**config.mk**
```make
export PLATFORM = sky130hd
export DESIGN_NAME = regFile
export DESIGN_NICKNAME = d
export VERILOG_FILES = /design/src/regFile.sv
export SDC_FILE = /design/constraint.sdc
export NUM_CORES = 2
export LEC_CHECK = 0
export BUFFER_PORTS_ARGS = -buffer_cell sky130_fd_sc_hd__buf_2
export CORE_ASPECT_RATIO = 1.4
export CORE_UTILIZATION = 31
export DETAILED_ROUTE_END_ITERATION = 10
export GPL_ROUTABILITY_DRIVEN = 0
export GPL_TIMING_DRIVEN = 0
export PLACE_DENSITY = 0.43
export SYNTH_ARGS = -nofsm -noshare
export SYNTH_HDL_FRONTEND = slang
export SYNTH_SLANG_ARGS = --single-unit
```
**constraint.sdc**
```tcl
create_clock -name CLK -period 2.48 [get_ports CLK]
set_input_delay 0.124 -clock CLK [delete_from_list [all_inputs] [get_ports CLK]]
set_output_delay 0.124 -clock CLK [all_outputs]
set_load 0.02 [all_outputs]
```
**src/regFile.sv**
```systemverilog
`timescale 1ns/100ps

module regFile (
    input  logic        CLK,
    input  logic        RST,
    input  logic [4:0]  rs1,
    input  logic [4:0]  rs2,
    input  logic [4:0]  rd,
    input  logic [31:0] wdata,
    input  logic        we,
    output logic [31:0] rdata1,
    output logic [31:0] rdata2
);

    logic [31:0] regs [32];

    always_ff @(posedge CLK) begin
        if (RST) begin
            for (int i = 0; i < 32; i++) begin
                regs[i] <= '0;
            end
        end else if (we && rd != 5'd0) begin // x0 stays zero
            regs[rd] <= wdata;
        end
    end

    assign rdata1 = (rs1 == 5'd0) ? '0 : regs[rs1];
    assign rdata2 = (rs2 == 5'd0) ? '0 : regs[rs2];

endmodule

```
## Word level (Yosys, flattened, before mapping)

Memory sizes are Yosys's and may differ from the RTL's.
Cells that the tools add are included.

- Input port bits: 50
- RAM bits: 1024
- Output and inout bits: 64
- Memories: 1
- Flip-flop bits (word level): 0
- Logic and storage cells: 16

Memories:

| memory | depth | width | read ports | clocked after Yosys merged registers in | wr ports | line | RTL |
|---|---|---|---|---|---|---|---|
| regs | 32 | 32 | 2 | 0 | 32 | 15 | `logic [31:0] regs [32];` |

- Reduce and logical (&&, ||, !) cells: 5
- Mux-type cells: 10

Operators with widths:

| kind | count |
|---|---|
| two-way mux 32 bit | 3 |
| OR reduction 32 bit | 1 |
| zero test 5 bit | 2 |
| two-way mux 1 bit | 6 |
| two-way mux 5 bit | 1 |
| nonzero test 5 bit | 1 |
| logical AND 1 bit | 1 |

## Depth between registers and ports, before layout

- Depth in word-level cells: 7
- Gate-level depth with buffers: 9
- Mapped depth without buffers: 4

## Worst setup path after synthesis

OpenSTA, ideal clock, no wires.

- Path type: in2out
- From: input port rs2[0]
- To: output port rdata2[30]
- Arrival time: 2115 ps
- Required time: 2356 ps
- Cell stages on the path: 6
- Path buffers: 3
- Path slack: 241 ps
- Path through: buf_2 -> buf_6 -> buf_4 -> mux4_2 -> mux2i_1 -> a2111oi_0

- Word-level cells in the longest chain between the ends: 2
- Elaborated cells between the ends (all ways): 3
- Classes of those cells: mux (1); reduce/logical (1); memory (1)

RTL lines:

| item | line | RTL |
|---|---|---|
| from (decl) | 7 | `input logic [4:0] rs2,` |
| memory (32 x 32 bit) or zero test 5 bit (tied branches) | -- |  |
| two-way mux 32 bit * | 28 | `assign rdata2 = (rs2 == 5'd0) ? '0 : regs[rs2];` |
| to (decl) | 12 | `output logic [31:0] rdata2` |

Mark *: on every way between the ends. The rest lies on a longest branch, timed or not.

==> impl_metrics.tcl <==
set metrics [dict create \
    status "finished, violations left" \
    violations "design-rule violations, max-capacitance violations, max-slew violations, negative setup slack" \
    swShare_pct 27.3 \
    area_growth_pct 19.5 \
    end_kind "output pin" \
    critPathLaunch "regs[30][10]$_SDFFCE_PN0P_" \
    ys_seq_elements 1024 \
    vdd_drop_max_mv 0.560 \
    synth-async-reset-ratio_pct 0 \
    grt_overflow 0 \
    muxShareOfSynthArea_pct 23.0 \
    placedInstanceArea_mm2 0.0578 \
    via_per_inst 5.62 \
    regMostFlops "regs" \
    worst-endpoint-arrival_ns 2.89 \
    seq_power_share_pct 46.1 \
    cts_buffers 108 \
    die_w_um 356 \
    synthSimpleGateAreaFrac_pct 13.3 \
    yosys_warnings 0 \
    synth_edf_count 1024 \
    use_met3_pct 3.52 \
    timing_hold_violations_final 0 \
    clkSlewWorstSetupHoldPaths_ns 0.07 \
    vias 34900 \
    critical_path.max_fanout 2 \
    syn_avg_cell_area_um2 15.5 \
    netlist_instances 3502 \
    route.final.wire_length_um 243000 \
    fin_crit_ns 3.02 \
    synth_top_family_by_area "multiplexers" \
    ioPinCount 114 \
    layout_commonest_cell "edfxtp_1" \
    fp-row-count 181 \
    p_int_mw 32.4 \
    top_regs "regs x1024" \
    top_usage_layer "met2" \
    final.setup.worst_slack_ns -0.536 \
    crit_type "flop to output pin" \
    drive_above_1_share_pct 31.4 \
    finalSetupViolCount 193 \
    synth_adder_area_share_pct 0 \
    synth_area_mm2 0.0543 \
    pre_cts_slack_ns -2.36 \
    drt_pass1_iterations 8 \
    rsz0062_at_grt "true" \
    drv_cap 1 \
    tritoncts "built" \
    grt_max_degree 33 \
    synthFlopType "edfxtp_1" \
    max_stage_delay_ns 0.59 \
    cts.htree.levels 3 \
    met2_usage_pct 46.2 \
    clockPowerShare_pct 38.8 \
    routedWlPerCell_um 39.1 \
    design_area_mm2 0.0648 \
    endpoint "rdata2[10]" \
    grt_pass1_wl_um 321000 \
    nFillCells 16300 \
    final_nets 3878 \
    core_mm2 0.174 \
    yosysUniqueCellTypes 42 \
    cts.sinks 1024 \
    cellPowerDensity_mw_per_mm2 688 \
    crit_required_ns 2.36 \
    critPathLaunchType "flop" \
    cts_root_buf "clkbuf_16" \
    synth_xor_xnor_area_share_pct 0 \
    drv_slew 11 \
    largest_register_ff_count 1024 \
    grtUsageMet1_pct 34.8 \
    cts_max_path_buffers 3 \
    grt.total_usage_pct 27.2 \
    power_leakage_nw 22.0 \
    design.die.area_mm2 0.177 \
    route.antenna.remaining_nets 0 \
    synth_compound_area_share_pct 3.65 \
    drtIter0Drc 3916 \
    tightest_slew_ns 1.51 \
    p_switching_mw 12.2 \
    die_y_um 497 \
    layout_common_cells "1024 x edfxtp_1, 993 x and2_1, 472 x mux4_2, 226 x clkbuf_1, 144 x mux2i_1" \
    portBuffers 107 \
    grt_pass1_vias 35100 \
    synth-seq-area-share_pct 56.7 \
    fmax_ghz 0.332 \
    antenna_found_initial 4 \
    worstPathCellList "mux4_2 > a22o_4 > a2111oi_2 > nor3_2 > buf_4" \
    route.detailed.drc 16 \
    holdCritPathClass "input port to flop" \
    dpl.hpwl_um 173000 \
    period_share_pct 122 \
    crit_slowest_cell "a2111oi_2" \
    p_comb_share_pct 15.1 \
    post-route-util_pct 37.3 \
    start_util_pct 31.2 \
    slew_headroom_pct -0.889 \
]
worst min-delay path by stage:
stage                    from                   endpoint  slack [ns]  depth (start not counted)
floorplan           wdata[31]  regs[1][31]$_SDFFCE_PN0P_        0.32                          1
global placement    wdata[26]  regs[5][26]$_SDFFCE_PN0P_        0.50                          2
detailed placement  wdata[26]  regs[5][26]$_SDFFCE_PN0P_        0.51                          2
CTS                       RST   regs[0][9]$_SDFFCE_PN0P_        0.20                          2
global route            rd[2]  regs[6][31]$_SDFFCE_PN0P_        0.24                          4
finish                    RST   regs[0][9]$_SDFFCE_PN0P_        0.25                          2
worst max-delay path: cells and delay by family (launching register included):
family,cells,cell delay [ns]
buffers and inverters,1,0.21
flip-flops,1,0.42
AND/OR/NAND/NOR,1,0.17
multiplexers,1,0.49
AO/OA/AOI/OAI,2,0.87
synthesized netlist by cell type (16+ instances only):
cell | count | area (µm²)
mux2i_1 | 150 | 1500
buf_2 | 46 | 230
edfxtp_1 | 1024 | 30700
or2_2 | 33 | 206
a2111oi_1 | 41 | 410
nor3_1 | 54 | 270
a22o_1 | 51 | 447
clkbuf_1 | 271 | 1020
o22ai_1 | 103 | 644
buf_6 | 21 | 236
and2_1 | 995 | 6220
mux4_2 | 472 | 10600
mux2_2 | 30 | 338
nor2_1 | 36 | 135
buf_4 | 38 | 285
a22oi_1 | 16 | 120
cell families (layout without fill, tap and decap cells):
logic type / Yosys count / count (layout)
AND/OR/NAND/NOR: 1177 / 1177
flip-flops: 1024 / 1024
multiplexers: 652 / 652
buffers and inverters: 389 / 774
AO/OA/AOI/OAI: 259 / 259
other: 1 / 36
repair_timing:
item	in CTS	in global routing
pin swaps	100	47
hold buffers	32	0
endpoints found under the setup margin	512	64
buffers inserted	31	22
endpoints found under the hold margin	32	0
gates resized for setup	488	95
per-stage QoR:
stage,hold WS (ns),std cells,total power [mW],TNS (ns)
2_1_floorplan,0.322,3533,23.9,0
3_3_place_gp,0.502,5927,26.6,-1068.19
3_5_place_dp,0.510,5929,26.6,-1058.06
4_1_cts,0.196,6184,44.4,-24.45
5_1_grt,0.241,6206,45.4,-22.01
6_report,0.251,6209,44.6,-23.45
cell type report:
| cell class | instances | area [µm²] | share of cell area, % |
|---|---|---|---|
| Clock buffer | 135 | 2910 | 4.49 |
| Multi-Input combinational cell | 2120 | 23900 | 36.9 |
| Inverter | 2 | 7.51 | 0.0116 |
| Clock inverter | 65 | 666 | 1.03 |
| Timing Repair Buffer | 193 | 1550 | 2.39 |
| Antenna cell | 4 | 10.0 | 0.0154 |
| Tap cell | 2287 | 2860 | 4.41 |
| Sequential cell | 1024 | 30700 | 47.4 |
| Buffer | 379 | 2170 | 3.35 |
power by group through the flow:
stage | Sequential, mW | Clock, mW | Combinational (mW)
final | 20.5 | 17.3 | 6.75
after floorplan | 20.6 | 0 | 3.26
after global placement | 20.9 | 0 | 5.72
after CTS | 20.5 | 17.4 | 6.50
after detailed placement | 20.9 | 0 | 5.74
after global routing | 20.6 | 17.9 | 6.90
per-layer routing:
layer,share of wire (%),vias to the layer above
met4,4.2,2
li1,-,14200
met1,40,18800
met2,50,1477
met5,0.0041,-
met3,5.6,353
(Power assumes the default switching activity.)
