File: config.mk
export PLATFORM = sky130hd
export DESIGN_NAME = instMem
export DESIGN_NICKNAME = d
export VERILOG_FILES = /design/src/rvIsaPkg.sv /design/src/cpuCfgPkg.sv /design/src/instMem.sv
export SDC_FILE = /design/constraint.sdc
export NUM_CORES = 2
export LEC_CHECK = 0
export BUFFER_PORTS_ARGS = -buffer_cell sky130_fd_sc_hd__buf_4
export CORE_MARGIN = 2
export CORE_UTILIZATION = 62
export CTS_CLUSTER_DIAMETER = 80
export DETAILED_ROUTE_END_ITERATION = 6
export PLACE_DENSITY = 0.83
export SLEW_MARGIN = 20
export SYNTH_ARGS = -nofsm -noshare
export SYNTH_HDL_FRONTEND = slang
export SYNTH_SLANG_ARGS = --single-unit
File: constraint.sdc
create_clock -name CLK -period 5.34 [get_ports CLK]
set_input_delay 1.068 -clock CLK [delete_from_list [all_inputs] [get_ports CLK]]
set_output_delay 1.068 -clock CLK [all_outputs]
set_load 0.005 [all_outputs]
File: src/rvIsaPkg.sv
package rvIsaPkg;

    // Major opcodes of the supported subset
    typedef enum logic [6:0] {
        opOp    = 7'b0110011,
        opImm   = 7'b0010011,
        opLoad  = 7'b0000011,
        opStore = 7'b0100011
    } opcodeT;

    // Internal ALU operations, not an ISA field
    typedef enum logic [3:0] {
        aluAdd = 4'd0,
        aluSub = 4'd1,
        aluAnd = 4'd2,
        aluOr  = 4'd3,
        aluXor = 4'd4,
        aluSlt = 4'd5,
        aluSll = 4'd6,
        aluSrl = 4'd7
    } aluOpT;

    // funct3 codes for OP and OP-IMM
    localparam logic [2:0] f3AddSub = 3'b000;
    localparam logic [2:0] f3Sll    = 3'b001;
    localparam logic [2:0] f3Slt    = 3'b010;
    localparam logic [2:0] f3Xor    = 3'b100;
    localparam logic [2:0] f3Srl    = 3'b101;
    localparam logic [2:0] f3Or     = 3'b110;
    localparam logic [2:0] f3And    = 3'b111;

    // Only full-word loads and stores
    localparam logic [2:0] f3Word   = 3'b010;

endpackage

File: src/cpuCfgPkg.sv
package cpuCfgPkg;

    localparam int instDepth = 64; // Words
    localparam int dataDepth = 64; // Words
    localparam int instAddrW = 6;
    localparam int dataAddrW = 6;
    localparam int xlen      = 32;

    // Decode to execute
    typedef struct packed {
        logic            legal;
        logic            regWrite;
        logic            aluSrcImm;  // Second operand is the immediate
        logic            memRead;
        logic            memWrite;
        rvIsaPkg::aluOpT aluOp;
        logic [4:0]      rs1;
        logic [4:0]      rs2;
        logic [4:0]      rd;
        logic [xlen-1:0] imm;
    } decodedT;

    // Execute to memory
    typedef struct packed {
        logic [xlen-1:0] aluResult;
        logic [xlen-1:0] storeData;
    } execT;

    // Architectural effect of one instruction
    typedef struct packed {
        logic            valid;
        logic [xlen-1:0] pc;
        logic [4:0]      rd;         // Zero when nothing is written
        logic [xlen-1:0] wdata;
        logic            store;
        logic [xlen-1:0] storeAddr;
        logic [xlen-1:0] storeData;
    } commitT;

endpackage

File: src/instMem.sv
`timescale 1ns/100ps

module instMem (
    input  logic                           CLK,
    input  logic                           progWe,
    input  logic [cpuCfgPkg::instAddrW-1:0] progAddr,
    input  logic [31:0]                    progData,
    input  logic [31:0]                    pc,
    output logic [31:0]                    inst
);

    logic [31:0] mem [cpuCfgPkg::instDepth];

    // Program load port
    always_ff @(posedge CLK) begin
        if (progWe) begin
            mem[progAddr] <= progData;
        end
    end

    // Word index from pc, upper bits ignored so fetch wraps
    assign inst = mem[pc[cpuCfgPkg::instAddrW+1:2]];

endmodule

* After elaboration in Yosys (flattened, before gate mapping) *
Memories as Yosys holds them, arrays and structs flattened.
Cells that the tools add are included.

cells by class
  add/sub/neg operators = 0
  multiply operators = 0
  divide/modulo/power cells = 0
  order comparisons = 0
  equal/unequal tests = 0
  shift operators = 0
  multiplexer cells = 2
  bitwise logic cells = 0
  reduce and logical (&&, ||, !) cells = 0

operators by type and width
  operator           count
  two-way mux 1 bit  2

storage, ports and cells
  register bits after elaboration = 0
  latch bits = 0
  RAM bits = 2,048
  ROM bits = 0
  bits of input ports = 72
  output and inout port bits = 32
  word-level logic and storage cells = 3
  memories = 1

memory list
  memory  depth  bits a word  read ports  clocked after memory_dff  wr ports  line           source
  mem     64     32           1           0                         1         instMem.sv:12  logic [31:0] mem [cpuCfgPkg::instDepth];

* Longest topological paths before layout *
  depth in word-level cells = 2
  mapped depth = 10
  depth with buffers taken out = 5

* Worst setup path before layout *
Ideal clock, no wire load.

  path type = input to register
  from = in progAddr[3] (netlist bit)
  to = mem mem[48][0], enable pin
  library setup time = 0.461 ns
  data arrival time = 3.767 ns
  required time = 4.879 ns
  slack = 1.112 ns
  cell stages on the path = 4
  buffers on the path = 1
  cell sequence = clkbuf_1 > nor2b_1 > nand4b_1 > nor3_1

RTL lines
  item                line           source
  start: declaration  instMem.sv:6   input logic [cpuCfgPkg::instAddrW-1:0] progAddr,
  end: declaration    instMem.sv:12

Straight into the memory's write port.

* Worst setup path in the final report *
  from = in pc[2]
  to = out inst[3]

between the ends
  cells in the longest elaborated chain, start to end = 1

RTL lines
  item                  line          source
  start: declaration    instMem.sv:8  input logic [31:0] pc,
  memory (64 x 32 bit)  --
  end: declaration      instMem.sv:9  output logic [31:0] inst

Every way passes these cells.

==> results.sh <==
export IMPL_drc=0
export IMPL_min_period_ns=5.09
export IMPL_ant_nets=0
export IMPL_wl_per_cell_um=39.8
export IMPL_cts_buffer_depth=3
export IMPL_holdBufCountCts=0
export IMPL_synth_warning_count=0
export IMPL_drt_iter0_drc=7045
export IMPL_synth_compound_area_share_pct=1.69
export IMPL_fp_dieH_um=358
export IMPL_path_class="input port to output port"
export IMPL_synthesis_nets=3364
export IMPL_crit_path_start="pc[2]"
export IMPL_final_cell_count_no_fill=5357
export IMPL_grt_max_degree=68
export IMPL_drv_cap=0
export IMPL_met2_length_mm=104
export IMPL_grt_remaining_overflow=0
export IMPL_arrival_ns=4.02
export IMPL_tns_ns=0
export IMPL_yosys_cell_types_count=33
export IMPL_route_met3_wl_mm=28.8
export IMPL_tightest_slew_ns=1.17
export IMPL_cts_setup_buffers=0
export IMPL_min_from="progData[5]"
export IMPL_netlist_instances=3292
export IMPL_syn_to_final_growth_pct=12.5
export IMPL_first_global_vias=40500
export IMPL_slowest_delay_ns=0.55
export IMPL_synth_fa_ha_area_share_pct=0
export IMPL_antenna_found_initial=7
export IMPL_hold_viol=0
export IMPL_synth_top_family_by_area="multiplexers"
export IMPL_ys_ff_latch=2048
export IMPL_crit_family="multiplexers"
export IMPL_worst_slack_ns=0.251
export IMPL_cts_sinks=2048
export IMPL_clk_pin_slew_ns=0.07
export IMPL_crit_path_end_kind="output port"
export IMPL_viasPerCell=7.40
export IMPL_top_register="mem"
export IMPL_worst_setup_path_start_kind="input port"
export IMPL_max_freq_mhz=196
export IMPL_path_buf_inv=3
export IMPL_grt_pass1_wl_mm=301
export IMPL_post_route_util_pct=70.0
export IMPL_hpwl_mm=109
export IMPL_num_rows=130
export IMPL_slew_headroom_pct=21.5
export IMPL_path_cells="buf_8 -> buf_4 -> mux4_2 -> mux4_2 -> o22ai_1 -> nor2_1 -> buf_4"
export IMPL_dp_cells=5006
export IMPL_core_sq_mm=0.125
export IMPL_period_share_pct=95.3
export IMPL_route_vias_total=39700
export IMPL_place_ws_ns=0.361
export IMPL_path_max_fanout=20
export IMPL_numPortBuffers=77
export IMPL_rsz0062_at_grt="no"
export IMPL_drive_above_1_share_pct=30.4
export IMPL_slowest_stage="mux4_2"
export IMPL_ys_seq_area_share_pct=79.0
export IMPL_initial_core_util_pct=62.3
export IMPL_syn_area_per_cell_sq_um=23.7
export IMPL_multi_input_area_sq_mm=0.0160
export IMPL_gp_congestion=0.815
export IMPL_synth_simple_gate_area_share_pct=1.28
export IMPL_grt_usage_pct=34.1
export IMPL_synth_area_sq_mm=0.0779
export IMPL_crit_required_ns=4.27
export IMPL_postRouteWirelength_mm=213
export IMPL_cts_root_buf="clkbuf_16"
export IMPL_yosysTopAreaCell="edfxtp_1"
export IMPL_cts_tree="done"
export IMPL_synthMuxAreaShare_pct=16.9
export IMPL_final_cell_mix="2048 x edfxtp_1, 544 x mux4_2, 221 x buf_4, 194 x clkbuf_16, 93 x mux2i_1"
export IMPL_io_pins=104
export IMPL_m1WireLength_mm=68.7
export IMPL_cts_htree_levels=4
export IMPL_powerDensity_mw_per_mm2=373
export IMPL_synth_xor_area_share_pct=0
export IMPL_reg_top3="mem (2048)"
export IMPL_fin_nets=3619
export IMPL_status="finished clean"
export IMPL_yosys_top_cells_area="edfxtp_1 79%, mux4_2 16%, mux2i_1 1.2%, o22ai_1 0.67%, nor2_1 0.66%"
export IMPL_dieArea_sq_mm=0.128
export IMPL_ff_latch_area_sq_mm=0.0615
export IMPL_final_common_cell="edfxtp_1"
export IMPL_peakVddDrop_mv=0.399
export IMPL_hp_class="input port to flop"
export IMPL_ctsResizeCount=0
export IMPL_num_fill_cells=6644
export IMPL_p_leak_nw=27.3
export IMPL_dr_max_layer_used="met5"
export IMPL_die_w_um=358
export IMPL_cts_buffers=188
export IMPL_setup_viol=0
export IMPL_netlist_area_leader_share_pct=79.0
export IMPL_drtPass1Iterations=6
export IMPL_largest_reg_flops=2048
export IMPL_maxSlewViolCount=0
-- per-stage QoR --
step | total power, mW | hold WS [ns] | instance area [sq um]
final | 32.7 | 0.780 | 87600
after detailed placement | 19.8 | 1.60 | 81700
after global routing | 33.3 | 0.794 | 87600
after floorplan | 19.0 | 1.17 | 77900
after global placement | 19.7 | 1.59 | 81700
after CTS | 32.7 | 0.749 | 87600
-- layout make-up --
class / instances / share of cell area [%]
timing repair buffer: 247 / 2.47
clock buffer: 224 / 5.67
sequential: 2048 / 70.2
antenna: 6 / 0.0171
tap: 1650 / 2.36
multi-input combinational: 1062 / 18.2
clock inverter: 120 / 1.04
-- power by group --
group          internal, mW  leakage [nW]  total (mW)  switching [mW]
registers              17.8          18.4        17.8          0.0357
logic                 0.647          6.02        1.71            1.06
clock network          7.17          2.88        13.1            5.97
total                  25.6          27.3        32.7            7.07
-- per-layer routing --
metal,vias up,track usage (%)
met5,-,0
met4,12,16.6
met3,750,8.40
met2,3683,54.3
met1,20600,44.9
li1,14700,-
-- path summary, 6_finish.rpt --
kind	cells after the start	to	slack (ns)
max	7	inst[3]	0.25
min	1	mem[36][5]$_DFFE_PP_	0.78
-- logic make-up (layout without fill, tap and decap cells) --
kind of cell	Yosys count	count (layout)
and+or+nand+nor	223	223
AOI/OAI and AO/OA	202	202
buffers and inverters	182	591
muxes	637	637
DFF	2048	2048
other	0	6
-- cell usage after synthesis, drive strengths merged --
library cell and number:
a21oi 62, a22oi 12, a311oi 8, a31oi 1, a41o 4, and2 2
and3 4, buf 108, clkbuf 74, edfxtp 2048, mux2i 93, mux4 544
nand2 26, nand2b 8, nand3 5, nand3b 5, nand4 2, nand4b 1
nor2 137, nor2b 15, nor3 7, o221ai 27, o22ai 84, o32ai 4
or2 3, or3 3, or3b 5
Power figures use the tool's default switching activity.
