**config.mk**
```make
export PLATFORM = sky130hd
export DESIGN_NAME = memStage
export DESIGN_NICKNAME = d
export VERILOG_FILES = /design/src/rvIsaPkg.sv /design/src/cpuCfgPkg.sv /design/src/memStage.sv
export SDC_FILE = /design/constraint.sdc
export NUM_CORES = 2
export LEC_CHECK = 0
export ABC_AREA = 1
export BUFFER_PORTS_ARGS = -buffer_cell sky130_fd_sc_hd__buf_2
export CAP_MARGIN = 40
export CORE_ASPECT_RATIO = 1.5
export CORE_MARGIN = 8
export CORE_UTILIZATION = 55
export CTS_BUF_LIST = sky130_fd_sc_hd__clkbuf_8
export DETAILED_ROUTE_END_ITERATION = 10
export GPL_TIMING_DRIVEN = 0
export PLACE_DENSITY_LB_ADDON = 0.2
export SLEW_MARGIN = 30
export SYNTH_ARGS = -nofsm -noshare
export SYNTH_HDL_FRONTEND = slang
export SYNTH_SLANG_ARGS = --single-unit
```
**constraint.sdc**
```tcl
create_clock -name CLK -period 6.5 [get_ports CLK]
set_input_delay 1.3 -clock CLK [delete_from_list [all_inputs] [get_ports CLK]]
set_output_delay 1.3 -clock CLK [all_outputs]
set_load 0.02 [all_outputs]
```
**src/rvIsaPkg.sv**
```systemverilog
package rvIsaPkg;

    // Major opcodes of the supported subset
    typedef enum logic [6:0] {
        opOp    = 7'b0110011,
        opImm   = 7'b0010011,
        opLoad  = 7'b0000011,
        opStore = 7'b0100011
    } opcodeT;

    // Internal ALU operations, not an ISA field
    typedef enum logic [3:0] {
        aluAdd = 4'd0,
        aluSub = 4'd1,
        aluAnd = 4'd2,
        aluOr  = 4'd3,
        aluXor = 4'd4,
        aluSlt = 4'd5,
        aluSll = 4'd6,
        aluSrl = 4'd7
    } aluOpT;

    // funct3 codes for OP and OP-IMM
    localparam logic [2:0] f3AddSub = 3'b000;
    localparam logic [2:0] f3Sll    = 3'b001;
    localparam logic [2:0] f3Slt    = 3'b010;
    localparam logic [2:0] f3Xor    = 3'b100;
    localparam logic [2:0] f3Srl    = 3'b101;
    localparam logic [2:0] f3Or     = 3'b110;
    localparam logic [2:0] f3And    = 3'b111;

    // Only full-word loads and stores
    localparam logic [2:0] f3Word   = 3'b010;

endpackage

```
**src/cpuCfgPkg.sv**
```systemverilog
package cpuCfgPkg;

    localparam int instDepth = 64; // Words
    localparam int dataDepth = 64; // Words
    localparam int instAddrW = 6;
    localparam int dataAddrW = 6;
    localparam int xlen      = 32;

    // Decode to execute
    typedef struct packed {
        logic            legal;
        logic            regWrite;
        logic            aluSrcImm;  // Second operand is the immediate
        logic            memRead;
        logic            memWrite;
        rvIsaPkg::aluOpT aluOp;
        logic [4:0]      rs1;
        logic [4:0]      rs2;
        logic [4:0]      rd;
        logic [xlen-1:0] imm;
    } decodedT;

    // Execute to memory
    typedef struct packed {
        logic [xlen-1:0] aluResult;
        logic [xlen-1:0] storeData;
    } execT;

    // Architectural effect of one instruction
    typedef struct packed {
        logic            valid;
        logic [xlen-1:0] pc;
        logic [4:0]      rd;         // Zero when nothing is written
        logic [xlen-1:0] wdata;
        logic            store;
        logic [xlen-1:0] storeAddr;
        logic [xlen-1:0] storeData;
    } commitT;

endpackage

```
**src/memStage.sv**
```systemverilog
`timescale 1ns/100ps

module memStage (
    input  logic               CLK,
    input  logic               RST,
    input  logic               enable,
    input  cpuCfgPkg::decodedT dec,
    input  cpuCfgPkg::execT    ex,
    output logic [31:0]        wdata,
    output logic               regWe,
    output logic               storeWe
);

    logic [31:0]                     mem [cpuCfgPkg::dataDepth];
    logic [cpuCfgPkg::dataAddrW-1:0] wordAddr;
    logic [31:0]                     loadData;

    // Word address, wraps in the array
    assign wordAddr = ex.aluResult[cpuCfgPkg::dataAddrW+1:2];

    assign storeWe = enable && dec.memWrite;
    assign regWe   = enable && dec.regWrite;

    always_ff @(posedge CLK) begin
        if (RST) begin
            for (int i = 0; i < cpuCfgPkg::dataDepth; i++) begin
                mem[i] <= '0;
            end
        end else if (storeWe) begin
            mem[wordAddr] <= ex.storeData;
        end
    end

    assign loadData = mem[wordAddr];

    // Write-back select
    assign wdata = dec.memRead ? loadData : ex.aluResult;

endmodule

```
# After elaboration in Yosys (flattened, before gate mapping)
# Memories as Yosys holds them, arrays and structs flattened.
# Cells that the tools add are included.
# W data, S select, Z words.
[totals] ram_bits=2048 mem_count=1 elab_cells=13 output_inout_bits=34 register_bits=0
[mem_list] memory="mem" depth=64 width=32 rd=1 rd_ports_with_merged_regs=0 write_ports=64 line="memStage.sv:14" source="logic [31:0] mem [cpuCfgPkg::dataDepth];"
[op_classes] n_mux=9 n_reduce_logical=3
[ops] cell="$mux W32" count=2
[ops] cell="$reduce_or A32 Y1" count=1
[ops] cell="$mux W1" count=6
[ops] cell="$mux W6" count=1
[ops] cell="$logic_and A1 B1 Y1" count=2

# Logic depth before layout (Yosys ltp)
[depth] word_depth=6 mapped_depth=17

# Worst setup path after synthesis
# No wires, ideal clock.
[synth_timing] kind="in2out" start="input ex[34] (netlist name)" end="output wdata[4]" required_ns=5.200 stages=16 arrival_ns=2.735 path_slack_ns=2.465 path_cell_list="buf_2 -> buf_2 -> buf_2 -> buf_2 -> nand2_1 -> nand2_1 -> nand2_1 -> nand2_1 -> nand2_1 -> nand2_1 -> nand2_1 -> nand2_1 -> nor2_1 -> nand3_1 -> nand2_1 -> inv_1"
[synth_via] elab_chain_cells=2
[synth_rtl] element="start, declared" line="memStage.sv:8" source="input cpuCfgPkg::execT ex,"
[synth_rtl] element="$mem_v2 Z64 W32"
[synth_rtl] element="$mux W32" line="memStage.sv:37" source="assign wdata = dec.memRead ? loadData : ex.aluResult;"
[synth_rtl] element="end, declared" line="memStage.sv:9" source="output logic [31:0] wdata,"
# Every way passes these cells.

# Worst setup path after layout
[layout_timing] start="input ex[34] (netlist name)" end="output wdata[20]"
# Same word-level chain as after synthesis.

==> impl_metrics.ini <==
[outcome]
status = complete, but fails checks
violations = negative setup slack

[power]
p_clk_share_pct = 34.9
power.share.switching_pct = 28.6
power.leakage_uw = 0.0483
internal_power_uw = 20800
total_power_uw = 29100
power.density_mw_per_mm2 = 270
seqPwrFrac_pct = 52.9
combPwrFrac_pct = 12.3
ir_drop_uv = 240
p_sw_uw = 8300

[floorplanning]
die-area_mm2 = 0.188
row_count = 188
floorplan.initialDensity_pct = 55.1
die_w_um = 357
die_h_um = 528
io_pins = 157
coreArea_mm2 = 0.174

[place]
dpl_worst_slack_ns = 0.280
dp_hpwl_mm = 311
place.gp.congestion = 1.23
place_inst = 13600
io_buffers = 100

[detailed_routing]
ant_nets = 0
drcViolationCount = 0
drt-initial-drc-count = 12300
viasPerCell = 5.87
wl_per_cell_um = 29.9
vias = 83100
drt_first_pass_iters = 9
drt-total-wl_mm = 423

[clock_tree]
clockBufferDepth = 4
cts_buffers = 311
cts_root_buffer = clkbuf_8
cts_tree = built
h-tree-depth = 5
cts.clk_slew.worst_paths_ns = 0.06
post_cts_resized = 0
cts_setup_buffers = 0
ctsHoldBuffers = 0
cts.sinks = 2048

[final_layout]
nets = 11700
area_growth_pct = 12.2
layoutNonFillerInstCount = 14200
largest_register_ff_count = 2048
layout-drive-gt1-share_pct = 9.18
reg_top3 = mem (2048)
num-fill-cells = 15100
max_flop_register = mem

[logic_synthesis]
netlist_area_mm2 = 0.0960
synth_warnings = 0
synthesis.nets = 11200
synth_area_per_cell_um2 = 8.68
ys_ff_latch = 2048
synth_cell_types = 23
netlist_instances = 11100
ys_seq_area_share_pct = 64.0

[sta]
rsz0062_at_grt = false
fmax_ghz = 0.154
setup_viol = 1
tightest_slew_ns = 1.01
whs_ns = 0.869
min_period_over_period_pct = 100
min_period_ns = 6.51
drv_slew = 0
finalSetupTns_ns = -0.0101
layout_setup_ws_ns = -0.0101
hold_viol = 0
max-slew-margin-rel_pct = 32.3

[setup_path]
crit_type = primary input to primary output
cp_max_fo = 10
crit_arrival_ns = 5.21
critPathLaunchType = primary input
cp.required_ns = 5.20
critical_path.endpoint_type = primary output

[global_route]
gr-total-overflow = 0
grt_pass1_wl_mm = 573
grt_pass1_vias = 77200
grt_max_degree = 33
grtUsageTotal_pct = 44.0
antenna_found_initial = 52

[flow_run]
cap_viol_max_count = 0

[worst_hold_path]
holdCritPathClass = primary input to register
[layer usage]
metal / global-route usage, % / part of all wire (%) / up-vias
met5: 0 / 0.031 / -
met3: 12.6 / 12 / 1830
met1: 47.8 / 31 / 38900
met4: 45.6 / 13 / 20
met2: 66.8 / 44 / 6368
li1: - / - / 35900
[per-stage QoR]
step                util (%)  instance area (µm²)
floorplan                  -                96000
global placement        57.0                99400
detailed placement      58.4               102000
CTS                     61.5               107000
global route            61.8               108000
finish                  61.8               108000
[worst paths after layout]
kind | startpoint | endpoint | slack, ns | cells after the start
setup / recovery | ex[34] | wdata[20] | -0.01 | 17
hold / removal | ex[26] | mem[7][26]$_SDFFCE_PN0P_ | 0.87 | 3
[synthesized netlist by cell type, drive strengths merged]
library cell / number / area, µm²
a21boi: 1 / 7.51
a21oi: 19 / 95.1
buf: 344 / 1670
clkbuf: 480 / 1800
clkinv: 1 / 3.75
edfxtp: 2048 / 61500
inv: 126 / 475
nand2: 5806 / 21800
nand3: 48 / 240
nor2: 2135 / 8020
nor3: 7 / 56.3
nor4: 5 / 91.3
o211ai: 2 / 15.0
o21ai: 15 / 75.1
or2: 30 / 188
[power groups by stage]
stage | Sequential (µW) | Combinational, µW | Clock, µW
global route | 15400 | 3650 | 10500
CTS | 15400 | 3340 | 9990
global placement | 15600 | 3140 | 0
detailed placement | 15600 | 3330 | 0
finish | 15400 | 3570 | 10100
floorplan | 15600 | 1650 | 0
[critical path, cell delays in order]
cell	delay, ns
buf_2	0.26
buf_2	0.49
buf_2	0.71
buf_2	0.64
nand2_1	0.45
nand2_1	0.17
nand2_1	0.06
nand2_1	0.08
nand2_1	0.12
nand2_1	0.09
nand2_1	0.07
nand2_1	0.10
inv_1	0.04
nand3_1	0.28
nand2_1	0.10
inv_1	0.06
buf_2	0.15
[cell families (layout without fill, tap and decap cells)]
| group | count (synthesis) | count (layout) | share of synthesized area [%] |
|---|---|---|---|
| buf+inv | 951 | 1726 | 4.11 |
| simple gates | 8031 | 8031 | 31.6 |
| other cells | 0 | 42 | 0 |
| flops | 2048 | 2048 | 64.0 |
| compound gates | 37 | 37 | 0.201 |
[layout make-up]
class | instances | area, µm² | area share, %
antenna | 42 | 105 | 0.0975
multi-input combinational | 8068 | 30800 | 28.6
buffer | 824 | 3540 | 3.29
inverter | 127 | 479 | 0.445
clock inverter | 221 | 1130 | 1.05
tap | 2280 | 2850 | 2.65
clock buffer | 316 | 4350 | 4.04
timing repair buffer | 238 | 2960 | 2.74
sequential | 2048 | 61500 | 57.1
[placed cells by master, fill, tap and decap left out, types with 4 or more instances in the layout]
cell,count
nand2_1,5742
clkbuf_2,46
nor2_2,4
buf_6,37
clkinvlp_4,9
bufinv_16,8
clkbuf_1,434
clkbuf_8,321
a21oi_1,19
buf_16,39
or2_2,30
buf_1,41
diode_2,42
nor4_4,4
o21ai_0,15
clkinv_2,19
nand2_4,14
clkinv_1,85
edfxtp_1,2048
buf_4,24
nand2_2,50
inv_1,186
buf_12,37
nor2_1,2131
nand3_1,48
inv_2,34
buf_2,398
No activity file was read; power rests on OpenSTA's default activity.
