`config.mk`:
```
export PLATFORM = sky130hd
export DESIGN_NAME = decodeStage
export DESIGN_NICKNAME = d
export VERILOG_FILES = /design/src/rvIsaPkg.sv /design/src/cpuCfgPkg.sv /design/src/decodeStage.sv
export SDC_FILE = /design/constraint.sdc
export NUM_CORES = 1
export LEC_CHECK = 0
export BUFFER_PORTS_ARGS = -buffer_cell sky130_fd_sc_hd__buf_2
export CORE_MARGIN = 3
export CORE_UTILIZATION = 28
export DETAILED_ROUTE_END_ITERATION = 8
export PLACE_DENSITY = 0.9
export SLEW_MARGIN = 25
export SYNTH_ARGS = -nofsm -noshare
export SYNTH_HDL_FRONTEND = slang
export SYNTH_SLANG_ARGS = --single-unit
```
`constraint.sdc`:
```
create_clock -name vclk -period 0.8
set_input_delay 0.04 -clock vclk [all_inputs]
set_output_delay 0.04 -clock vclk [all_outputs]
set_load 0.02 [all_outputs]
```
`src/rvIsaPkg.sv`:
```
package rvIsaPkg;

    // Major opcodes of the supported subset
    typedef enum logic [6:0] {
        opOp    = 7'b0110011,
        opImm   = 7'b0010011,
        opLoad  = 7'b0000011,
        opStore = 7'b0100011
    } opcodeT;

    // Internal ALU operations, not an ISA field
    typedef enum logic [3:0] {
        aluAdd = 4'd0,
        aluSub = 4'd1,
        aluAnd = 4'd2,
        aluOr  = 4'd3,
        aluXor = 4'd4,
        aluSlt = 4'd5,
        aluSll = 4'd6,
        aluSrl = 4'd7
    } aluOpT;

    // funct3 codes for OP and OP-IMM
    localparam logic [2:0] f3AddSub = 3'b000;
    localparam logic [2:0] f3Sll    = 3'b001;
    localparam logic [2:0] f3Slt    = 3'b010;
    localparam logic [2:0] f3Xor    = 3'b100;
    localparam logic [2:0] f3Srl    = 3'b101;
    localparam logic [2:0] f3Or     = 3'b110;
    localparam logic [2:0] f3And    = 3'b111;

    // Only full-word loads and stores
    localparam logic [2:0] f3Word   = 3'b010;

endpackage

```
`src/cpuCfgPkg.sv`:
```
package cpuCfgPkg;

    localparam int instDepth = 64; // Words
    localparam int dataDepth = 64; // Words
    localparam int instAddrW = 6;
    localparam int dataAddrW = 6;
    localparam int xlen      = 32;

    // Decode to execute
    typedef struct packed {
        logic            legal;
        logic            regWrite;
        logic            aluSrcImm;  // Second operand is the immediate
        logic            memRead;
        logic            memWrite;
        rvIsaPkg::aluOpT aluOp;
        logic [4:0]      rs1;
        logic [4:0]      rs2;
        logic [4:0]      rd;
        logic [xlen-1:0] imm;
    } decodedT;

    // Execute to memory
    typedef struct packed {
        logic [xlen-1:0] aluResult;
        logic [xlen-1:0] storeData;
    } execT;

    // Architectural effect of one instruction
    typedef struct packed {
        logic            valid;
        logic [xlen-1:0] pc;
        logic [4:0]      rd;         // Zero when nothing is written
        logic [xlen-1:0] wdata;
        logic            store;
        logic [xlen-1:0] storeAddr;
        logic [xlen-1:0] storeData;
    } commitT;

endpackage

```
`src/decodeStage.sv`:
```
`timescale 1ns/100ps

module decodeStage (
    input  logic [31:0]        inst,
    output cpuCfgPkg::decodedT dec
);

    rvIsaPkg::opcodeT opcode;
    logic [2:0]       funct3;
    logic             funct7b30;
    logic [31:0]      immI;
    logic [31:0]      immS;

    assign opcode    = rvIsaPkg::opcodeT'(inst[6:0]);
    assign funct3    = inst[14:12];
    assign funct7b30 = inst[30];

    // Sign-extended immediates
    assign immI = {{20{inst[31]}}, inst[31:20]};
    assign immS = {{20{inst[31]}}, inst[31:25], inst[11:7]};

    always_comb begin
        dec       = '0;
        dec.rs1   = inst[19:15];
        dec.rs2   = inst[24:20];
        dec.rd    = inst[11:7];
        dec.imm   = immI;
        dec.aluOp = rvIsaPkg::aluAdd;

        case (opcode)
            rvIsaPkg::opOp: begin
                dec.legal    = 1'b1;
                dec.regWrite = 1'b1;
                case (funct3)
                    rvIsaPkg::f3AddSub: dec.aluOp = funct7b30 ? rvIsaPkg::aluSub : rvIsaPkg::aluAdd;
                    rvIsaPkg::f3Sll: begin
                        dec.aluOp = rvIsaPkg::aluSll;
                        dec.legal = !funct7b30;
                    end
                    rvIsaPkg::f3Srl: begin
                        dec.aluOp = rvIsaPkg::aluSrl;
                        dec.legal = !funct7b30; // sra not supported
                    end
                    rvIsaPkg::f3Slt: dec.aluOp = rvIsaPkg::aluSlt;
                    rvIsaPkg::f3Xor: dec.aluOp = rvIsaPkg::aluXor;
                    rvIsaPkg::f3Or:  dec.aluOp = rvIsaPkg::aluOr;
                    rvIsaPkg::f3And: dec.aluOp = rvIsaPkg::aluAnd;
                    default:         dec.legal = 1'b0;
                endcase
            end
            rvIsaPkg::opImm: begin
                dec.legal     = 1'b1;
                dec.regWrite  = 1'b1;
                dec.aluSrcImm = 1'b1;
                case (funct3)
                    rvIsaPkg::f3AddSub: dec.aluOp = rvIsaPkg::aluAdd; // No subi
                    rvIsaPkg::f3Slt:    dec.aluOp = rvIsaPkg::aluSlt;
                    rvIsaPkg::f3Xor:    dec.aluOp = rvIsaPkg::aluXor;
                    rvIsaPkg::f3Or:     dec.aluOp = rvIsaPkg::aluOr;
                    rvIsaPkg::f3And:    dec.aluOp = rvIsaPkg::aluAnd;
                    default:            dec.legal = 1'b0; // Immediate shifts left out
                endcase
            end
            rvIsaPkg::opLoad: begin
                dec.legal     = (funct3 == rvIsaPkg::f3Word);
                dec.regWrite  = 1'b1;
                dec.aluSrcImm = 1'b1;
                dec.memRead   = 1'b1;
            end
            rvIsaPkg::opStore: begin
                dec.legal     = (funct3 == rvIsaPkg::f3Word);
                dec.aluSrcImm = 1'b1;
                dec.memWrite  = 1'b1;
                dec.imm       = immS;
            end
            default: dec.legal = 1'b0;
        endcase

        // Nothing may commit from an illegal word
        if (!dec.legal) begin
            dec.regWrite = 1'b0;
            dec.memRead  = 1'b0;
            dec.memWrite = 1'b0;
        end
    end

endmodule

```
After elaboration in Yosys (flattened, before gate mapping). Index checks and enable logic that the tools add are counted.

Add/sub/neg operators: 0. Multiply operators: 0. Div/mod/pow operators: 0. $lt $le $gt $ge: 0. Eq/ne operators: 10. Shifts and indexed selects: 0. Muxes and demuxes: 14. Bitwise gates (word level): 0. Reduce and logical (&&, ||, !) cells: 7.

Operators with widths (number): $pmux W3 S7 (1); $eq A7 B6 Y1 const B (2); $eq A3 B3 Y1 const B (4); $pmux W3 S4 (1); $pmux W4 S2 (1); $eq A7 B2 Y1 const B (1); $eq A7 B5 Y1 const B (1); $mux W1 (7); $reduce_or A3 Y1 (2); $mux W5 (1); $reduce_or A5 Y1 (1); $reduce_or A2 Y1 (2); $eq A3 B1 Y1 const B (1); $eq A3 B2 Y1 const B (1); $logic_not A3 Y1 (1); $pmux W1 S3 (1); $mux W2 (1); $pmux W1 S2 (1); $logic_not A1 Y1 (1).

Flip-flop bits (word level): 0. Bits in latches: 0. RAM bits: 0. Bits in read-only memories: 0. Word-level logic and storage cells: 31. Memories: 0.

Depth between registers and ports, before layout.
Word-level depth: 5. Depth in mapped cells: 3.

Worst setup path after synthesis. OpenSTA, ideal clock, no wires.

Kind: input-to-output. Start: input inst[3]. End: output dec[52] in the netlist's numbering. Arrival time: 1.229 ns. Data required time: 0.760 ns. Path slack: -0.469 ns. Stages on the path: 3. Path buffers: 0. Cells stage by stage: and3b_1 > nand2_1 > nor4b_1.

RTL lines: start: declaration (RTL line decodeStage.sv:4) `input logic [31:0] inst,`; end: declaration (RTL line decodeStage.sv:5) `output cpuCfgPkg::decodedT dec`.

==> results by group <==
Global route
  • Largest net degree at the start of global routing: 22
  • Total Routing Usage GR: 0.1096
  • First-pass GRT wire length: 2.297 mm
  • Total gr overflow: 0
  • Initial antenna violation count: 0
  • Via count of the first global-routing pass: 507

STA
  • Min Hold Slack: roughly 0.08 ns
  • RSZ-0062 raised after global routing: true
  • Final hold vios: 0
  • Final WS setup: -0.2487 ns
  • Fmax: around 0.95 GHz
  • Tcrit/Tclk final: 1.311
  • Slew Limit Fails: 0
  • Final setup vio count: 13
  • Tmin final: between 1 and 1.5 ns

Run status
  • Status: complete, but fails checks
  • Failing checks: negative setup slack

Synth
  • Synthesized area per cell: 7.395 um2
  • Net Count, Synth: 110
  • Syn Inst Count: 78
  • Post-Syn Area: a little under 600 um2
  • Post-synthesis cell type count: 20
  • Yosys warnings: 0
  • Post-synthesis sequential area ratio: 0

Min path
  • Hold_sp: inst[19]
  • Worst Hold Path Cells: 0
  • Hold path endpoint: dec[46]
  • Worst min-delay path category: input pin to output port

Floorplanning
  • FP Rows: 15
  • Die Wd: between 50 and 60 um
  • Core ar.: between 1500 and 2000 um2
  • Die Area: ~2600 um2
  • Initial Util: 0.3136
  • Die H: between 50 and 60 um
  • I/O pins: 88

Pwr
  • Power Density: roughly 470 nW/um2
  • Total power: a little under 0.4 mW
  • Leak: approximately 0.39 nW
  • Maximum vdd drop: between 150 and 200 uV

Place
  • GP Congestion: between 0.7 and 0.8
  • Post-DP HPWL: ~1.3 mm
  • IO Port Bufs: 45
  • Dpl cell area: 704.4 um2

Detailed routing
  • Drt wl/cell: around 13 um
  • Routed WL: 1.569 mm
  • Initial detailed-routing violation count: 4
  • Antenna Nets Post-Route: 0
  • Vias per cell: ~4.2
  • Drt drc: 0
  • Routed via count: around 500
  • Pre-antenna DRT Iters: 3

Setup path
  • Worst-path cell chain: buf_2, and3b_2, nand3_4, mux2_2, buf_4
  • Crit path kind: input pin to output port
  • WP data required: roughly 0.76 ns
  • CP startpoint kind: input pin
  • Slowest CP cell: mux2_2
  • Crit Path Max Fanout: 6
  • CP Data Arrival Time: 1.01 ns
  • Worst setup EP type: output port
  • CP max stage delay: ~0.34 ns
  • Worst setup path startpoint: inst[0]

Job
  • Maxcap violations: 0

Final layout
  • Antenna cells: 0
  • Final instance area: about 830 um2
  • Seq_cells: 0
  • Clock buffer count: 0
  • Fillers: between 150 and 200
  • FF+latch area: 0 um2
  • Area growth, synth to finish: 44.69%
  • Commonest non-fill, non-tap cell in the layout: buf_2
  • Most frequent cells in the layout: buf_2 (31), buf_6 (14), buf_4 (13)
  • Post-layout util: 0.4537
  • Layout cells sized above 1: 0.8710
  • Area of the multi-input gates: about 390 um2
  • Nets: around 130
[through the flow]
step                      setup TNS [ns]  instances  setup slack (ns)
after floorplan                  -0.2498         78          -0.07180
after global placement            -2.775        116           -0.2591
after detailed placement          -3.122        116           -0.2886
after CTS                         -2.561        118           -0.2404
after global routing              -3.024        118           -0.2839
final                             -2.554        118           -0.2487
[logic make-up after synthesis]
kind of cell,synth area share
multiplexers,0.1150
AO/OA/AOI/OAI,0.06942
AND/OR/NAND/NOR,0.2495
other,0.006501
buffers and inverters,0.5597
[worst max-delay path by stage]
| stage | end | slack, ns | cells past startpoint |
|---|---|---|---|
| finish | dec[3] | -0.25 | 5 |
| global route | dec[3] | -0.28 | 5 |
| CTS | dec[2] | -0.24 | 5 |
| detailed placement | dec[0] | -0.29 | 5 |
| global placement | dec[1] | -0.26 | 5 |
| floorplan | dec[52] | -0.07 | 3 |
[final cells by class]
cell class	count	share of cell area
repair buffers	58	0.4918
multi-input cells	35	0.4708
well taps	25	0.03748
[power by group]
part	internal, mW	switching [mW]	total (mW)
logic	0.189	0.204	0.393
clock network	0	0	0
registers	0	0	0
[what timing repair did]
item / CTS / global route
resized for setup: 26 / 3
buffers inserted: 2 / 0
setup endpoints to repair: 13 / 13
hold buffers: 0 / 0
pin swaps: 6 / 1
[synth_stat cells (all sizes together), types with 2 or more instances]
cell	instances	share of area
mux2	5	0.098
nor2	5	0.033
nor3	2	0.017
nand2	3	0.020
nand2b	3	0.033
buf	43	0.56
a21oi	2	0.017
and2b	2	0.030
nand3	3	0.048
[routing by layer]
layer	track usage	routed length, um
met5	0	0
met4	0.03930	35
met3	0.008746	139
met2	0.2373	963
met1	0.1009	430
[critical path: cells and delay by family]
family / cells / cell delay, ns
simple gates: 2 / 0.38
buf+inv: 2 / 0.26
mux: 1 / 0.34
Note: power is estimated with default switching activity, not from simulation.
