--- src/rvIsaPkg.sv ---
package rvIsaPkg;

    // Major opcodes of the supported subset
    typedef enum logic [6:0] {
        opOp    = 7'b0110011,
        opImm   = 7'b0010011,
        opLoad  = 7'b0000011,
        opStore = 7'b0100011
    } opcodeT;

    // Internal ALU operations, not an ISA field
    typedef enum logic [3:0] {
        aluAdd = 4'd0,
        aluSub = 4'd1,
        aluAnd = 4'd2,
        aluOr  = 4'd3,
        aluXor = 4'd4,
        aluSlt = 4'd5,
        aluSll = 4'd6,
        aluSrl = 4'd7
    } aluOpT;

    // funct3 codes for OP and OP-IMM
    localparam logic [2:0] f3AddSub = 3'b000;
    localparam logic [2:0] f3Sll    = 3'b001;
    localparam logic [2:0] f3Slt    = 3'b010;
    localparam logic [2:0] f3Xor    = 3'b100;
    localparam logic [2:0] f3Srl    = 3'b101;
    localparam logic [2:0] f3Or     = 3'b110;
    localparam logic [2:0] f3And    = 3'b111;

    // Only full-word loads and stores
    localparam logic [2:0] f3Word   = 3'b010;

endpackage

--- src/cpuCfgPkg.sv ---
package cpuCfgPkg;

    localparam int instDepth = 64; // Words
    localparam int dataDepth = 64; // Words
    localparam int instAddrW = 6;
    localparam int dataAddrW = 6;
    localparam int xlen      = 32;

    // Decode to execute
    typedef struct packed {
        logic            legal;
        logic            regWrite;
        logic            aluSrcImm;  // Second operand is the immediate
        logic            memRead;
        logic            memWrite;
        rvIsaPkg::aluOpT aluOp;
        logic [4:0]      rs1;
        logic [4:0]      rs2;
        logic [4:0]      rd;
        logic [xlen-1:0] imm;
    } decodedT;

    // Execute to memory
    typedef struct packed {
        logic [xlen-1:0] aluResult;
        logic [xlen-1:0] storeData;
    } execT;

    // Architectural effect of one instruction
    typedef struct packed {
        logic            valid;
        logic [xlen-1:0] pc;
        logic [4:0]      rd;         // Zero when nothing is written
        logic [xlen-1:0] wdata;
        logic            store;
        logic [xlen-1:0] storeAddr;
        logic [xlen-1:0] storeData;
    } commitT;

endpackage

--- src/executeStage.sv ---
`timescale 1ns/100ps

module executeStage (
    input  cpuCfgPkg::decodedT dec,
    input  logic [31:0]        rdata1,
    input  logic [31:0]        rdata2,
    output cpuCfgPkg::execT    ex
);

    logic [31:0] opA;
    logic [31:0] opB;
    logic [4:0]  shamt;

    assign opA   = rdata1;
    assign opB   = dec.aluSrcImm ? dec.imm : rdata2;
    assign shamt = opB[4:0];

    always_comb begin
        // Store data always comes from rs2
        ex.storeData = rdata2;
        case (dec.aluOp)
            rvIsaPkg::aluAdd: ex.aluResult = opA + opB;
            rvIsaPkg::aluSub: ex.aluResult = opA - opB;
            rvIsaPkg::aluAnd: ex.aluResult = opA & opB;
            rvIsaPkg::aluOr:  ex.aluResult = opA | opB;
            rvIsaPkg::aluXor: ex.aluResult = opA ^ opB;
            rvIsaPkg::aluSlt: ex.aluResult = {31'd0, $signed(opA) < $signed(opB)};
            rvIsaPkg::aluSll: ex.aluResult = opA << shamt;
            rvIsaPkg::aluSrl: ex.aluResult = opA >> shamt; // Logical
            default:          ex.aluResult = '0;
        endcase
    end

endmodule

--- config.mk ---
export PLATFORM = sky130hd
export DESIGN_NAME = executeStage
export DESIGN_NICKNAME = d
export VERILOG_FILES = /design/src/rvIsaPkg.sv /design/src/cpuCfgPkg.sv /design/src/executeStage.sv
export SDC_FILE = /design/constraint.sdc
export NUM_CORES = 1
export LEC_CHECK = 0
export ABC_AREA = 1
export BUFFER_PORTS_ARGS = -buffer_cell sky130_fd_sc_hd__buf_2
export CORE_UTILIZATION = 60
export DETAILED_ROUTE_END_ITERATION = 6
export PLACE_DENSITY = 0.85
export SYNTH_ARGS = -nofsm -noshare
export SYNTH_HDL_FRONTEND = slang
export SYNTH_SLANG_ARGS = --single-unit
--- constraint.sdc ---
create_clock -name vclk -period 2.95
set_input_delay 0 -clock vclk [all_inputs]
set_output_delay 0 -clock vclk [all_outputs]
set_load 0.005 [all_outputs]
Word-level counts from Yosys, hierarchy flattened
Index checks and enable logic that the tools add are counted.
{"block": "totals", "ff_bits": 0, "out_inout_bits": 64, "wordCells": 18}
{"block": "op_classes", "addsub": 2, "magnitude_cmp": 1, "eq_ne": 7, "shift": 2, "muxes": 2, "bitwise_logic": 3, "reduce_logical": 1}
{"op": "$pmux W32 S8", "count": 1}
{"op": "$add A32 B32 Y32", "count": 1}
{"op": "$and A32 B32 Y32", "count": 1}
{"op": "$lt A32 B32 Y1", "count": 1}
{"op": "$mux W32", "count": 1}
{"op": "$or A32 B32 Y32", "count": 1}
{"op": "$shl A32 B5 Y32", "count": 1}
{"op": "$shr A32 B5 Y32", "count": 1}
{"op": "$sub A32 B32 Y32", "count": 1}
{"op": "$xor A32 B32 Y32", "count": 1}
{"op": "$eq A4 B3 Y1 const B", "count": 4}
{"op": "$eq A4 B2 Y1 const B", "count": 2}
{"op": "$eq A4 B1 Y1 const B", "count": 1}
{"op": "$logic_not A4 Y1", "count": 1}

Depth between registers and ports, before layout
Gate-level depths: netlist of the first run.
{"block": "depth", "word_depth": 3, "ltp_mapped": 23, "ltp_nobuf": 19}

Worst setup path before layout of the first run
OpenSTA, ideal clock, no wires.
{"block": "synth_timing", "path_type": "input -> output", "start": "in dec[53] (netlist bit)", "end": "out ex[32] (netlist bit)", "arrival_time_ps": 2201, "t_required_ps": 2950, "path_slack_ps": 749, "cell_stages": 18, "path_buffers": 3, "path_cell_list": "buf_6 -> or2_2 -> nand2_2 -> buf_2 -> buf_2 -> ha_1 -> inv_1 -> nor2_1 -> a21oi_1 -> nand2_1 -> nand2_1 -> nand2_1 -> nand3_1 -> nand3_1 -> nand2_1 -> nand2_1 -> nand3_1 -> nand2_1"}
{"element": "start: declaration", "line_no": "executeStage.sv:4", "text": "input cpuCfgPkg::decodedT dec,"}
{"element": "end: declaration", "line_no": "executeStage.sv:7", "text": "output cpuCfgPkg::execT ex"}

==> results.cfg, run 1 <==
[finish]
ff_latch_area_sq_um = 0
design.seq.count = 0
filler_cell_count = 1764
area_delta_synth_final_pct = 7.58
nNetsFinal = 2433
instances_no_fill = 2421
final_layout_size_suffix_gt1_frac = 0.123
clkbuf_count = 0
antennaDiodeCount = 0

[logic_synthesis]
avgSynthCellArea_sq_um = 4.96
synth_top_family_by_area = simple AND/OR/NAND/NOR gates
yosysUniqueCellTypes = 42
synthSimpleGateAreaFrac = 0.547
synthAdderAreaFrac = 0.133
synth.cell_area_sq_um = 10500
synthXorXnorAreaFrac = 0.00167
synth_compound_area_frac = 0.140
synth_cells = 2110
yosysSeqAreaShare = 0
yosys-mux-area-fraction = 0
syn_nets = 2340
ys.warnings.count = 0

[timing]
hold_violations = 0
worstMarginPinSlew_ns = 0.737
period_share = 0.983
maxSlewHeadroom = 0.508
slew_viol_final = 0
timing.fmax_ghz = 0.345
finalSetupViolCount = 0
post-route-min-period_ns = 2.90
whs_ns = 0.177

[power_and_ir_drop]
ir_drop_uv = 233
swShare = 0.695
combPwrFrac = 1.000
powerDensity_nw_per_um2 = 226
power.switching_mw = 1.77
p_seq_frac = 0
clockPowerShare = 0
p_leak_nw = 6.54
p_int_mw = 0.777

[floorplan]
die_x_microns = 134
core_area_sq_um = 16800
rows = 47
io_pins = 184
initial_utilization = 0.623
dieArea_sq_um = 18000
die_h_microns = 134

[critical_path]
cpMostUsedCell = nand2_1
worstPathCellList = buf_2, buf_12, or2_2, nand2_2, buf_4, inv_2, ha_1, nand2_1, nand2_1, a21oi_1, nand2_1, nand3_1, nand2_1, o21ai_0, nand2_1, inv_1, nand2_1, buf_2
criticalPathCategory = input pin to output pin
crit_path_end_kind = output pin
required_ns = 2.95
worstPathArrival_ns = 2.90
critical_path.top_delay_family = simple AND/OR/NAND/NOR gates
critical_path.startpoint_type = input pin
worstPathBufferInverterCount = 6
crit_fanout = 34
slowest_stage = o21ai_0
max_stage_delay_ns = 0.38

[global_routing]
grt_max_degree = 69
grt_usage = 0.503
grt_pass1_vias = 12726
grt-ovfl-total = 0
antenna_found_initial = 1
grt_pass1_wl_mm = 69.7

[detailed_routing]
routed_wirelength_mm = 47.1
antenna_left = 0
dr.pass1.iters = 6
first_iter_violations = 2724
post_drt_wl_per_cell_microns = 19.5
drc = 0
routed_via_density = 6.21
vias = 15035

[job]
maxCapViolCount = 0

[placement]
dp.cells = 2417
io_buffers = 165
place.gp.congestion = 1.18
hpwl_mm = 38.2

[hold_path]
min_path_type = input pin to output pin

[clock_tree]
cts_hold_buf = 0

[run_status]
outcome = finished, final reports clean
## cell usage in the layout, fill, tap and decap left out, types with 2 or more instances in the layout
cell and count:
nand2_1 620, nand3_1 436, inv_1 287, buf_2 165, nor2_1 150, a21oi_1 114, ha_1 105, o21ai_0 79
buf_4 48, or2_2 30, nand4_1 30, o22ai_1 27, o21ai_1 20, nor3_1 13, o21bai_1 10, a31oi_1 7
nand2_2 6, nand3b_1 6, inv_2 5, and2_1 4, o21a_1 4, o211ai_1 4, clkinv_1 3, ha_2 3
o21ai_4 2, nand2_8 2, nand2_4 2, nor4_1 2, xor2_1 2, fa_1 2, buf_12 2
## worst paths after layout
path,startpoint,end,cells past startpoint
max,dec[53],ex[47],18
min,rdata2[3],ex[3],2
## what timing repair did
item | in CTS | in global routing
gates resized for setup | 0 | 13
setup endpoints to repair | 0 | 11
buffers inserted | 0 | 4
## synth_stat cells (3+ instances only)
cell      number  share of area
nand3_1      437           0.21
a31oi_1        7         0.0042
o21bai_1      10         0.0072
o211ai_1       4         0.0029
clkinv_1       3         0.0011
nand4_1       30          0.018
buf_1          3         0.0011
nand3b_1       6         0.0043
nand2_2        5         0.0030
o21a_1         4         0.0029
o21ai_1       15         0.0072
buf_2         45          0.022
ha_1         108           0.13
nor3_1        14         0.0067
inv_1        287           0.10
inv_2          5         0.0018
a21oi_1      114          0.054
or2_2         30          0.018
clkbuf_1      21         0.0075
nor2_1       150          0.054
buf_4         46          0.033
o22ai_1       27          0.016
o21ai_0       85          0.041
buf_6          7         0.0075
and2_1         4         0.0024
nand2_1      621           0.22
## power groups by stage
stage / Combinational [mW] / Sequential, mW / Clock (mW)
2_1_floorplan: 1.65 / 0 / 0
3_3_place_gp: 2.36 / 0 / 0
3_5_place_dp: 2.39 / 0 / 0
4_1_cts: 2.40 / 0 / 0
5_1_grt: 2.73 / 0 / 0
6_report: 2.54 / 0 / 0
## logic make-up after synthesis
kind of cell / count (synthesis)
buf+inv: 420
xor+xnor: 2
compound gates: 272
simple gates: 1306
fa+ha+maj: 110
## final cells by class
class	instances	area [sq um]	area share
multi-input cells	1690	8640	0.767
repair buffers	215	1230	0.109
inverters	296	1120	0.0993
well taps	220	275	0.0244
## per-layer routing
metal	track usage	up-vias	wire length (microns)
met5	0	-	0
met3	0.119	243	7570
li1	-	7019	-
met1	0.655	6439	17500
met4	0.310	0	3640
met2	0.743	1334	18500
## stage by stage
stage	worst slack, ns	power (mW)	TNS, ns	utilization	cell area [sq um]
floorplan	0.749	1.65	0	-	10500
global placement	0.146	2.36	0	0.667	11200
global route	-0.0605	2.73	-0.0605	0.670	11300
CTS	0.122	2.40	0	0.667	11200
finish	0.0516	2.54	0	0.670	11300
detailed placement	0.124	2.39	0	0.667	11200
Note: power is estimated with default switching activity, not from simulation.
==> run 2: changes to the inputs <==
Settings changed: CELL_PAD_IN_SITES_DETAIL_PLACEMENT from default to 1, CELL_PAD_IN_SITES_GLOBAL_PLACEMENT from default to 2, CORE_UTILIZATION 60 to 29, PLACE_DENSITY 0.85 to default, PLACE_DENSITY_LB_ADDON from default to 0.1, SETUP_SLACK_MARGIN from default to 0.15.
==> results.cfg, run 2 (synthesis results as in run 1) <==
[critical_path]
slowest_stage = or2_2
criticalPathCategory = input pin to output pin
worstPathBufferInverterCount = 8
critical_path.top_delay_family = simple AND/OR/NAND/NOR gates
max_stage_delay_ns = 0.27
required_ns = 2.95
critical_path.startpoint_type = input pin
worstPathCellList = buf_4, inv_8, buf_12, or2_2, o21ai_1, buf_4, inv_1, ha_1, inv_1, nand2_1, a21oi_1, buf_4, nor2_1, nor2_1, nand2_1, nand2_1, nand3_1, nand3_1, nand3_2, buf_2
worstPathArrival_ns = 2.70
crit_fanout = 18
crit_path_end_kind = output pin

[timing]
timing.fmax_ghz = 0.371
whs_ns = 0.181
post-route-min-period_ns = 2.70
rsz0062_at_grt = false
slew_viol_final = 0
finalSetupViolCount = 0
worstMarginPinSlew_ns = 0.704
hold_violations = 0
maxSlewHeadroom = 0.530
period_share = 0.915

[power_and_ir_drop]
ir_drop_uv = 154
p_leak_nw = 7.42
powerDensity_nw_per_um2 = 245
power.total_mw = 3.26

[floorplan]
rows = 69
die_h_microns = 192
initial_utilization = 0.294
io_pins = 184
core_area_sq_um = 35600
die_x_microns = 192
dieArea_sq_um = 36900

[detailed_routing]
routed_via_density = 5.41
routed_wirelength_mm = 66.9
post_drt_wl_per_cell_microns = 23.7
vias = 15274
antenna_left = 0
dr.pass1.iters = 6
first_iter_violations = 1139
drc = 0

[finish]
finalInstanceArea_sq_um = 13300
final_layout_size_suffix_gt1_frac = 0.219
antennaDiodeCount = 0
mostFrequentLayoutCell = nand2_1
final_core_util = 0.374
filler_cell_count = 5097
nNetsFinal = 2592
clkbuf_count = 0
final_cell_mix = 593 x nand2_1, 432 x nand3_1, 285 x inv_1
design.seq.count = 0
instances_no_fill = 2821
area_delta_synth_final_pct = 26.9
ff_latch_area_sq_um = 0

[global_routing]
grt-ovfl-total = 0
grt_usage = 0.354
grt_max_degree = 69
antenna_found_initial = 2
grt_pass1_wl_mm = 95.4
grt_pass1_vias = 14941

[job]
maxCapViolCount = 0

[placement]
dpl_cell_area_sq_um = 12800
hpwl_mm = 57.0
place.gp.congestion = 0.987
io_buffers = 165
dp.cells = 2812

[run_status]
outcome = finished, final reports clean

[hold_path]
min_path_type = input pin to output pin
[run 2: path summary, 6_finish.rpt]
check	start	to	slack (ns)	cells past startpoint
worst max-delay path	dec[53]	ex[62]	0.25	20
worst min-delay path	rdata2[31]	ex[31]	0.18	2
[run 2: cell type report]
class / count / area [sq um] / area share
Inverter: 296 / 1120 / 0.0842
Multi-Input combinational cell: 1690 / 9020 / 0.679
Tap cell: 461 / 577 / 0.0434
Timing Repair Buffer: 374 / 2580 / 0.194
[run 2: stage by stage]
stage | setup WS, ns | TNS (ns)
after floorplan | 0.749 | 0
after global placement | -0.0707 | -0.0707
after detailed placement | -0.0918 | -0.0918
after CTS | 0.138 | 0
after global routing | 0.151 | 0
final | 0.251 | 0
[run 2: repair_timing]
| item | 4_1_cts | 5_1_grt |
|---|---|---|
| setup buffers | 2 | 6 |
| cloned | 0 | 1 |
| hold buffers | 0 | 0 |
| gates resized for setup | 29 | 113 |
| setup endpoints to repair | 21 | 25 |
| pin swaps | 2 | 23 |
[run 2: routing by layer]
layer  part of all wire  track usage  vias up  wire length (microns)
li1                   -            -     7316                      -
met1               0.45        0.484     7267                  30400
met2               0.44        0.564      594                  29200
met3              0.058       0.0267       97                   3890
met4              0.052        0.156        0                   3500
met5                  0            0        -                      0
[run 2: power by group]
group | internal [mW] | switching, mW
registers | 0 | 0
logic | 1.14 | 2.12
clock network | 0 | 0
total | 1.14 | 2.12
==> run 3: changes to the inputs <==
Settings changed: GPL_TIMING_DRIVEN from default to 0.
==> results.cfg, run 3 (synthesis results as in run 1) <==
[run_status]
outcome = finished, final reports clean

[floorplan]
initial_utilization = 0.294
die_x_microns = 192
rows = 69
core_area_sq_um = 35600
dieArea_sq_um = 36900
die_h_microns = 192
io_pins = 184

[timing]
finalSetupViolCount = 0
slew_viol_final = 0
worstMarginPinSlew_ns = 1.06
tns_ns = 0
maxSlewHeadroom = 0.295
post-route-min-period_ns = 2.74
rsz0062_at_grt = true
timing.fmax_ghz = 0.365
period_share = 0.929
hold_violations = 0

[placement]
hpwl_mm = 60.4
io_buffers = 164
place.gp.congestion = 1.01
dpl_cell_area_sq_um = 11900

[detailed_routing]
post_drt_wl_per_cell_microns = 26.1
dr.pass1.iters = 6
vias = 15751
routed_via_density = 5.72
drc = 0
antenna_left = 0
first_iter_violations = 1717
routed_wirelength_mm = 71.9

[hold_path]
min_path_type = input pin to output pin

[finish]
finalInstanceArea_sq_um = 13100
mostFrequentLayoutCell = nand2_1
nNetsFinal = 2526
area_delta_synth_final_pct = 25.0
antennaDiodeCount = 0
ff_latch_area_sq_um = 0
filler_cell_count = 5087
final_core_util = 0.368
clkbuf_count = 0
final_cell_mix = 572 x nand2_1, 421 x nand3_1, 273 x inv_1
design.seq.count = 0
final_layout_size_suffix_gt1_frac = 0.233

[critical_path]
critical_path.startpoint_type = input pin
crit_fanout = 10
cpMostUsedCell = buf_2
worstPathCellList = buf_2, nor2_1, nand3_1, inv_1, buf_2, nand3_1, nand2_2, a21oi_1, nand2_1, buf_2
worstPathArrival_ns = 2.74
required_ns = 2.95
criticalPathCategory = input pin to output pin
slowest_stage = nand3_1
max_stage_delay_ns = 0.60
crit_path_end_kind = output pin

[global_routing]
grt_max_degree = 18
grt_pass1_wl_mm = 101
antenna_found_initial = 0
grt_pass1_vias = 15147
grt-ovfl-total = 0
grt_usage = 0.381

[clock_tree]
cts_hold_buf = 0

[power_and_ir_drop]
p_leak_nw = 7.10
powerDensity_nw_per_um2 = 250
ir_drop_uv = 115
power.total_mw = 3.27

[job]
maxCapViolCount = 0
## run 3: repair_timing
item                                   CTS  global route
endpoints found under the hold margin    0             0
setup buffers                           10            11
pin swaps                               17            29
setup endpoints to repair               31            28
resized for setup                      186           157
## run 3: critical path, delay by kind of cell
kind,cells,cell delay [ns]
AOI/OAI and AO/OA,1,0.06
buffers and inverters,4,1.24
and+or+nand+nor,5,1.43
## run 3: report_power, final
part	leakage, nW	internal, mW	switching, mW
Clock	0	0	0
Sequential	0	0	0
Combinational	7.10	0.989	2.28
Total	7.10	0.989	2.28
## run 3: path summary, 6_finish.rpt
kind              startpoint  slack [ns]  cells after the start     end
setup / recovery     dec[49]        0.21                     10  ex[43]
hold / removal    rdata2[24]        0.27                      3  ex[24]
## run 3: layer usage
layer | track usage | up-vias | routed length [microns]
met2 | 0.590 | 829 | 30400
met3 | 0.0393 | 110 | 6300
met5 | 0 | - | 0
met4 | 0.121 | 0 | 2920
met1 | 0.545 | 7600 | 32300
li1 | - | 7212 | -
## run 3: through the flow
| stage | cells | hold WS [ns] | worst slack, ns |
|---|---|---|---|
| 2_1_floorplan | 2110 | 0.0808 | 0.749 |
| 3_3_place_gp | 2735 | 0.262 | -0.805 |
| 3_5_place_dp | 2735 | 0.268 | -0.878 |
| 4_1_cts | 2744 | 0.270 | 0.128 |
| 5_1_grt | 2755 | 0.278 | 0.0894 |
| 6_report | 2755 | 0.269 | 0.211 |
## run 3: cell type report
type,count,area (sq um),share of cell area
Timing Repair Buffer,185,991,0.0757
Inverter,296,1140,0.0871
Multi-Input combinational cell,1690,9490,0.725
Buffer,123,893,0.0682
Tap cell,461,577,0.0441
